File: src/logic/adder_params.svh
`ifndef ADDER_PARAMS_SVH
`define ADDER_PARAMS_SVH
`default_nettype none

// datapath width in bits
`define ADDER_WIDTH 32
// prefix net select: 2 sklansky, 1 brent-kung, 0 serial
`define ADDER_SPEED 2

`define WB_ADR_W 3 // word address bits

// register map, word offsets
`define REG_OPA    `WB_ADR_W'(0)
`define REG_OPB    `WB_ADR_W'(1)
`define REG_CTRL   `WB_ADR_W'(2)
`define REG_RESULT `WB_ADR_W'(3)
`define REG_STATUS `WB_ADR_W'(4)

`default_nettype wire
`endif

File: src/logic/adderPkg.sv
`include "adder_params.svh"
`default_nettype none

package adderPkg;

	// arithmetic opcodes, ctrl bits 1:0
	typedef enum logic [1:0] {
		ADD  = 2'd0,
		SUB  = 2'd1,
		ADDC = 2'd2, // add with stored carry
		SUBB = 2'd3  // subtract with stored borrow
	} opCodeE;

	typedef struct packed {
		logic carry;    // no-borrow on subtract
		logic zero;
		logic negative;
		logic overflow; // signed overflow
	} flagsT;

	// wishbone classic, master side
	typedef struct packed {
		logic                    cyc;
		logic                    stb;
		logic                    we;
		logic [`WB_ADR_W-1:0]    adr;
		logic [`ADDER_WIDTH-1:0] dat;
	} wbReqT;

	typedef struct packed {
		logic                    ack;
		logic [`ADDER_WIDTH-1:0] dat; // valid with ack
	} wbRspT;

	// regs -> arithmetic stage
	typedef struct packed {
		logic                    go; // one cycle pulse
		opCodeE                  op;
		logic [`ADDER_WIDTH-1:0] a;
		logic [`ADDER_WIDTH-1:0] b;
	} aluReqT;

	typedef struct packed {
		logic                    valid; // cycle after go
		logic [`ADDER_WIDTH-1:0] result;
		flagsT                   flags;
	} aluRspT;

endpackage

`default_nettype wire

File: src/logic/prefixAndOr.sv
`timescale 1ns/10ps
`default_nettype none

module prefixAndOr #(
	parameter int width = 8, // bits
	parameter int speed = 2  // 2 sklansky, 1 brent-kung, else serial
) (
	input  logic [width-1:0] gi, // bit generate
	input  logic [width-1:0] pi, // bit propagate
	output logic [width-1:0] go, // group generate, bit 0 up to i
	output logic [width-1:0] po  // group propagate
);

	localparam int n = width;
	localparam int m = $clog2(width); // log depth

	if (speed == 2) begin : sklansky
		// level 0 is the input row
		logic [m:0][n-1:0] gT, pT;

		assign gT[0] = gi;
		assign pT[0] = pi;

		for (genvar l = 1; l <= m; l++) begin : levels
			for (genvar j = 0; j < n; j++) begin : bits
				if (((j >> (l - 1)) & 1) == 0) begin : white
					// lower half of block, nothing to merge
					assign gT[l][j] = gT[l-1][j];
					assign pT[l][j] = pT[l-1][j];
				end else begin : black
					// merge with top bit of lower half
					localparam int src = ((j >> l) << l) + 2**(l-1) - 1;
					assign gT[l][j] = gT[l-1][j] | (pT[l-1][j] & gT[l-1][src]);
					assign pT[l][j] = pT[l-1][j] & pT[l-1][src];
				end
			end
		end

		assign go = gT[m];
		assign po = pT[m];
	end else if (speed == 1) begin : brentKung
		// up-sweep levels 1..m, down-sweep m+1..2m-1
		localparam int last = (m > 0) ? 2*m - 1 : 0;
		logic [last:0][n-1:0] gT, pT;

		assign gT[0] = gi;
		assign pT[0] = pi;

		for (genvar l = 1; l <= last; l++) begin : levels
			localparam int d = (l <= m) ? l : 2*m - l; // span exponent
			for (genvar j = 0; j < n; j++) begin : bits
				// up-sweep hits block tops, down-sweep fills mid points
				localparam bit isBlack = (l <= m) ?
					((j + 1) % (2**d) == 0) :
					((j >= 2**d) && ((j + 1) % (2**d) == 2**(d-1)));
				if (isBlack) begin : black
					localparam int src = j - 2**(d-1);
					assign gT[l][j] = gT[l-1][j] | (pT[l-1][j] & gT[l-1][src]);
					assign pT[l][j] = pT[l-1][j] & pT[l-1][src];
				end else begin : white
					assign gT[l][j] = gT[l-1][j];
					assign pT[l][j] = pT[l-1][j];
				end
			end
		end

		assign go = gT[last];
		assign po = pT[last];
	end else begin : serial
		// plain ripple, smallest area
		logic [n-1:0] gT, pT;

		assign gT[0] = gi[0];
		assign pT[0] = pi[0];

		for (genvar j = 1; j < n; j++) begin : bits
			assign gT[j] = gi[j] | (pi[j] & gT[j-1]);
			assign pT[j] = pi[j] & pT[j-1];
		end

		assign go = gT;
		assign po = pT;
	end

endmodule

`default_nettype wire

File: src/logic/addCfast.sv
`timescale 1ns/10ps
`default_nettype none

// {co, s} = a + b + ci
module addCfast #(
	parameter int width = 8, // operand bits
	parameter int speed = 2  // prefix structure select
) (
	input  logic [width-1:0] a,
	input  logic [width-1:0] b,
	input  logic             ci, // late arriving carry in
	output logic [width-1:0] s,
	output logic             co
);

	logic [width-1:0] gBit, pBit; // per bit gen/prop
	logic [width-1:0] hSum;       // half sum
	logic [width-1:0] gGrp, pGrp; // prefix outputs
	logic [width-1:0] gCin;       // group gen incl. carry in

	assign gBit = a & b;
	assign pBit = a | b;
	assign hSum = a ^ b;

	prefixAndOr #(
		.width(width),
		.speed(speed)
	) prefix0 (
		.gi(gBit),
		.pi(pBit),
		.go(gGrp),
		.po(pGrp)
	);

	// one extra or-and row, ci skips the prefix tree
	assign gCin = gGrp | (pGrp & {width{ci}});

	assign s  = hSum ^ {gCin[width-2:0], ci}; // carry into bit i from i-1
	assign co = gCin[width-1];

endmodule

`default_nettype wire

File: src/logic/addSubUnit.sv
`timescale 1ns/10ps
`include "adder_params.svh"
`default_nettype none

module addSubUnit (
	input  logic             clk,
	input  logic             rstN,
	input  adderPkg::aluReqT req,
	input  logic             storedCarry, // carry flag of last op
	output adderPkg::aluRspT rsp
);

	localparam int W = `ADDER_WIDTH;

	logic [W-1:0]    bOp;      // b after optional inversion
	logic [W-1:0]    sum;
	logic            cIn;
	logic            cOut;
	logic            subMode;
	adderPkg::flagsT flagsNext;

	always_comb begin
		subMode = (req.op == adderPkg::SUB) || (req.op == adderPkg::SUBB);
		bOp     = subMode ? ~req.b : req.b; // a - b = a + ~b + 1
		case (req.op)
			adderPkg::ADD: cIn = 1'b0;
			adderPkg::SUB: cIn = 1'b1;
			default:       cIn = storedCarry; // chained ops, addc / subb
		endcase
	end

	addCfast #(
		.width(W),
		.speed(`ADDER_SPEED)
	) add0 (
		.a (req.a),
		.b (bOp),
		.ci(cIn),
		.s (sum),
		.co(cOut)
	);

	always_comb begin
		flagsNext.carry    = cOut; // high means no borrow on sub
		flagsNext.zero     = (sum == '0);
		flagsNext.negative = sum[W-1];
		// same operand signs, different result sign
		flagsNext.overflow = (req.a[W-1] == bOp[W-1]) && (sum[W-1] != req.a[W-1]);
	end

	always_ff @(posedge clk) begin
		if (!rstN) begin
			rsp <= '0;
		end else begin
			rsp.valid <= req.go; // single cycle op
			if (req.go) begin
				rsp.result <= sum;
				rsp.flags  <= flagsNext;
			end
		end
	end

	// prefix adder against plain addition, lands the cycle after go
	assert property (@(posedge clk) disable iff (!rstN)
		req.go |=> rsp.valid &&
			{rsp.flags.carry, rsp.result} == $past({1'b0, req.a} + {1'b0, bOp} + 33'(cIn)));

endmodule

`default_nettype wire

File: src/logic/wbAdderRegs.sv
`timescale 1ns/10ps
`include "adder_params.svh"
`default_nettype none

module wbAdderRegs (
	input  logic             clk,
	input  logic             rstN,
	input  adderPkg::wbReqT  wbReq,
	output adderPkg::wbRspT  wbRsp,
	output adderPkg::aluReqT aluReq,
	input  adderPkg::aluRspT aluRsp,
	output logic             storedCarry
);

	localparam int W         = `ADDER_WIDTH;
	localparam int CTRL_GO   = 4; // ctrl go bit
	localparam int STAT_BUSY = 8; // status busy bit

	logic [W-1:0]     opA, opB;
	logic [W-1:0]     resultQ;
	logic [W-1:0]     rdData, rdQ;
	adderPkg::opCodeE opQ;
	adderPkg::flagsT  flagsQ;
	logic             ackQ, goQ, busyQ;
	logic             access;  // new cycle, ack not yet given
	logic             wrEn;
	logic             ctrlGo;

	assign access = wbReq.cyc && wbReq.stb && !ackQ;
	assign wrEn   = access && wbReq.we; // commits on the ack edge
	assign ctrlGo = wrEn && (wbReq.adr == `REG_CTRL) && wbReq.dat[CTRL_GO];

	always_comb begin
		rdData = '0;
		case (wbReq.adr)
			`REG_OPA:    rdData = opA;
			`REG_OPB:    rdData = opB;
			`REG_CTRL:   rdData[1:0] = opQ; // go reads back 0
			`REG_RESULT: rdData = resultQ;
			`REG_STATUS: begin
				rdData[3:0]       = flagsQ;
				rdData[STAT_BUSY] = busyQ;
			end
			default: ;
		endcase
	end

	always_ff @(posedge clk) begin
		if (!rstN) begin
			ackQ    <= 1'b0;
			rdQ     <= '0;
			opA     <= '0;
			opB     <= '0;
			opQ     <= adderPkg::ADD;
			goQ     <= 1'b0;
			busyQ   <= 1'b0;
			resultQ <= '0;
			flagsQ  <= '0;
		end else begin
			ackQ <= access; // one cycle ack, no wait states
			goQ  <= ctrlGo;
			if (access && !wbReq.we)
				rdQ <= rdData;
			if (wrEn && wbReq.adr == `REG_OPA)
				opA <= wbReq.dat;
			if (wrEn && wbReq.adr == `REG_OPB)
				opB <= wbReq.dat;
			if (wrEn && wbReq.adr == `REG_CTRL)
				opQ <= adderPkg::opCodeE'(wbReq.dat[1:0]);
			// new go wins over completion of the previous op
			if (ctrlGo)
				busyQ <= 1'b1;
			else if (aluRsp.valid)
				busyQ <= 1'b0;
			if (aluRsp.valid) begin
				resultQ <= aluRsp.result;
				flagsQ  <= aluRsp.flags;
			end
		end
	end

	assign wbRsp       = '{ack: ackQ, dat: rdQ};
	assign aluReq      = '{go: goQ, op: opQ, a: opA, b: opB};
	assign storedCarry = flagsQ.carry; // feeds addc / subb

	// master keeps request and address up until it sees ack
	assert property (@(posedge clk) disable iff (!rstN)
		wbReq.cyc && wbReq.stb && !wbRsp.ack |=>
			wbReq.cyc && wbReq.stb && $stable(wbReq.adr));

endmodule

`default_nettype wire

File: src/logic/adderTop.sv
`timescale 1ns/10ps
`default_nettype none

module adderTop (
	input  logic            clk,
	input  logic            rstN,
	input  adderPkg::wbReqT wbReq, // host bus
	output adderPkg::wbRspT wbRsp
);

	adderPkg::aluReqT aluReq; // operands, op and go pulse
	adderPkg::aluRspT aluRsp; // result and flags
	logic             storedCarry;

	// bus slave and register file
	wbAdderRegs regs0 (
		.clk        (clk),
		.rstN       (rstN),
		.wbReq      (wbReq),
		.wbRsp      (wbRsp),
		.aluReq     (aluReq),
		.aluRsp     (aluRsp),
		.storedCarry(storedCarry)
	);

	// single cycle add / sub stage
	addSubUnit alu0 (
		.clk        (clk),
		.rstN       (rstN),
		.req        (aluReq),
		.storedCarry(storedCarry),
		.rsp        (aluRsp)
	);

endmodule

`default_nettype wire

File: config.mk
export PLATFORM = sky130hd
export DESIGN_NAME = adderTop
export DESIGN_NICKNAME = d
export VERILOG_FILES = /design/src/logic/adderPkg.sv /design/src/logic/prefixAndOr.sv /design/src/logic/addCfast.sv /design/src/logic/addSubUnit.sv /design/src/logic/wbAdderRegs.sv /design/src/logic/adderTop.sv
export VERILOG_INCLUDE_DIRS = /design/src /design/src/logic
export SDC_FILE = /design/constraint.sdc
export NUM_CORES = 1
export LEC_CHECK = 0
export BUFFER_PORTS_ARGS = -buffer_cell sky130_fd_sc_hd__buf_2
export CORE_UTILIZATION = 30
export CTS_BUF_LIST = sky130_fd_sc_hd__clkbuf_2 sky130_fd_sc_hd__clkbuf_4 sky130_fd_sc_hd__clkbuf_8
export DETAILED_ROUTE_END_ITERATION = 10
export GPL_TIMING_DRIVEN = 0
export HOLD_SLACK_MARGIN = 0.08
export SYNTH_ARGS = -nofsm -noshare
export SYNTH_HDL_FRONTEND = slang
export SYNTH_SLANG_ARGS = --single-unit
export TNS_END_PERCENT = 30
File: constraint.sdc
create_clock -name clk -period 4.45 [get_ports clk]
set_input_delay 0.445 -clock clk [delete_from_list [all_inputs] [get_ports clk]]
set_output_delay 0.445 -clock clk [all_outputs]
set_load 0.05 [all_outputs]
==> metrics.txt <==
Mean Syn Cell Area 8.50 um^2; top_reg_cell synth dfxtp_1; initial antenna violation count 0; post-layout util 0.345; post-DR wirelength/cell 16.7 um; Worst Hold Path EP regs0.opA[30]; VDD IR-drop max 170 uV; Root Driver clkbuf_8; RSZ-0062 raised after global routing false; R2R Path Start regs0.opQ[0]; Synth async-reset ratio 0; Core ar. 32500 um^2; sequential power share 0.544; sw frac 0.270; Clk pwr share 0.390; Final Skew 13.8 ps; commonest cells in the netlist nand2_1, dfxtp_1, inv_1; synthesized area 9870 um^2; final instance area 11200 um^2; Least-Margin Pin Slew 1030 ps; die height 183 um; CTS tree yes; sequential fraction of the synthesis area 0.349; vias in the first global route 7925; clk_lat worst skew 490 ps; CP endpoint kind flop; worst relative slew slack 0.313; Worst Min Path Start wbReq[30]; via count 8089; Die Area 33600 um^2; logic gate share of total power 0.066; Power Dens Cells 255 nW/um^2; TritonCTS sink count 172; Post-synth EDFFs 0; total track usage 0.175; final hold violation count 0; Port Buffers 72; Post-Syn Instances 1161; CP cell instances buf_6 > clkbuf_2 > xnor2_1 > ha_1 > nor3_1 > or3_1 > o22ai_1 > a2111oi_0 > nor4_1 > nor4_1 > a21o_1 > or4_1 > nor4_1 > a21o_1; clock-pin slew on the worst setup and hold paths 100 ps; status complete, no violations; Psw 0.769 mW; XOR/XNOR Fraction of Synth Area 0.0488; TritonCTS Buffers 17; Worst Path Arrival 4740 ps; multiplexer share of the synthesized area 0.0985; DRT Pass-1 Iters 7; most frequent cell after synthesis nand2_1; CP required 4890 ps; Max Freq 0.232 GHz; area leader, netlist dfxtp_1; gpl congestion 0.859; WHS Path Cells 3; most used cell, CP nor4_1; compound-gate portion of the synthesized area 0.165; die width 183 um; final wirelength 28600 um; Yosys top cell area share 0.349; top post-synthesis cells by area dfxtp_1, ha_1, nand2_1; Via-to-Cell Ratio 4.74; Internal 2.08 mW; critical path type reg -> reg; minimum clock period 4300 ps; Reg2Reg Setup Slack 150 ps; leak pwr 4.43 nW; Crit-path slowest cell o22ai_1; reg-to-reg endpoint alu0.rsp[2]; Area growth, synth to finish 13.4%; layout cells sized above 1 0.122; hold crit path type in -> reg; Cell variety after synth 63; Setup Buffers After CTS 0; NumNets Final 1357; Max Root-Sink Buffers 2; HPWL after DPL 21600 um; Reg2Reg Depth 14; Max-Cap Viols 0; Startpoint Class flop; Adder-Cell Fraction of Synth Area 0.0831; largest net degree at the start of global routing 17; Final Cycle Share 0.967; final global-route overflow total 0; CP Max Fanout 10; Mapped Nets 1266; Slew Viols, Final 0; initial core utilization 0.304; total power 2.85 mW; DRC errors left 0; synthesized flop and latch total 172; Final ANT Viol Nets 0; largest family of logic cells by synthesized area simple AND/OR/NAND/NOR gates; Hold-fix buffers, CTS 0; CP max stage delay 570 ps; total negative setup slack 0 ps; final number of setup-violating endpoints 0; Synthesis Warnings 0; initial drt markers 474; FP Rows 66; # IOs 73; # fillers 3357; Post-Synth Simple-Gate Area 0.195; # H-tree levels 4; first-pass GRT wire length 45200 um; placed inst area 10800 um^2
flip-flops by register name, summed over array words and instances (netlist names):
signal and flops:
regs0.opQ 2, regs0.busyQ 1, regs0.opB 32, regs0.goQ 1, regs0.ackQ 1, regs0.storedCarry 1, regs0.opA 32, regs0.rdQ 32
regs0.resultQ 31, alu0.rsp 36, regs0.flagsQ 3
area by class of cell:
| class | count | area [um^2] | area share |
|---|---|---|---|
| clock buffers | 19 | 249 | 0.0222 |
| inverters | 91 | 342 | 0.0305 |
| multi-input cells | 833 | 5850 | 0.523 |
| plain buffers | 65 | 262 | 0.0234 |
| flip-flops and latches | 172 | 3440 | 0.308 |
| diodes | 1 | 2.50 | 0.000224 |
| repair buffers | 72 | 360 | 0.0322 |
| clock inverters | 13 | 131 | 0.0117 |
| well taps | 442 | 553 | 0.0494 |
kinds of logic (layout without fill, tap and decap cells):
| logic type | after synthesis | after routing |
|---|---|---|
| AOI/OAI and AO/OA | 228 | 228 |
| xor gates and xnor gates | 55 | 55 |
| adders and majority gates | 65 | 65 |
| buffers and inverters | 156 | 260 |
| DFF | 172 | 172 |
| muxes | 92 | 92 |
| other | 0 | 1 |
| and+or+nand+nor | 393 | 393 |
through the flow:
stage | hold slack [ps] | worst slack [ps] | instances
finish | 206 | 149 | 1708
global route | 187 | 34.4 | 1707
CTS | 183 | 11.4 | 1707
detailed placement | 444 | -316 | 1675
global placement | 450 | -281 | 1675
floorplan | 432 | 656 | 1161
routing by layer:
| metal | up-vias | track usage | share of wire |
|---|---|---|---|
| li1 | 4089 | - | - |
| met1 | 3767 | 0.233 | 0.48 |
| met2 | 196 | 0.281 | 0.45 |
| met3 | 37 | 0.0326 | 0.052 |
| met4 | 0 | 0.0620 | 0.022 |
| met5 | - | 0 | 0 |
cells in the final DEF, fill, tap and decap left out, types with 27 or more instances in the layout:
master | netlist | final
nand2_1 | 185 | 185
dfxtp_1 | 172 | 172
inv_1 | 91 | 91
buf_2 | 0 | 72
nor2b_1 | 68 | 68
a21boi_0 | 67 | 67
ha_1 | 64 | 64
mux2i_1 | 60 | 60
clkbuf_1 | 58 | 55
o21ai_0 | 44 | 44
and2_1 | 36 | 36
xor2_1 | 33 | 33
mux2_2 | 31 | 31
nor2_1 | 27 | 27
a22oi_1 | 27 | 27
worst max-delay path by stage:
stage | start | end | slack, ps
2_1_floorplan | regs0.opQ[0] | alu0.rsp[2] | 660
3_3_place_gp | regs0.opQ[0] | alu0.rsp[2] | -280
3_5_place_dp | regs0.opQ[0] | alu0.rsp[2] | -320
4_1_cts | regs0.opQ[0] | alu0.rsp[2] | 10
5_1_grt | regs0.opQ[0] | alu0.rsp[2] | 30
6_report | regs0.opQ[0] | alu0.rsp[2] | 150
power by group through the flow:
stage	clock (mW)	combinational, mW	sequential, mW
2_1_floorplan	0	0.100	1.59
3_3_place_gp	0	0.185	1.59
3_5_place_dp	0	0.187	1.59
4_1_cts	1.14	0.188	1.55
5_1_grt	1.21	0.203	1.55
6_report	1.11	0.187	1.55
repair_timing:
item	4_1_cts	5_1_grt
resized for setup	3	5
endpoints found under the setup margin	1	1
endpoints found under the hold margin	0	0
gates cloned	0	0
worst max-delay path: cells and delay by family, from the launching register on:
family                     cells  cell delay (ps)
buffers and inverters          2              600
and+or+nand+nor                6             1720
adders and majority gates      1              240
AOI/OAI and AO/OA              4             1150
xor gates and xnor gates       1              200
DFF                            1              340
Power figures use the tool's default switching activity.
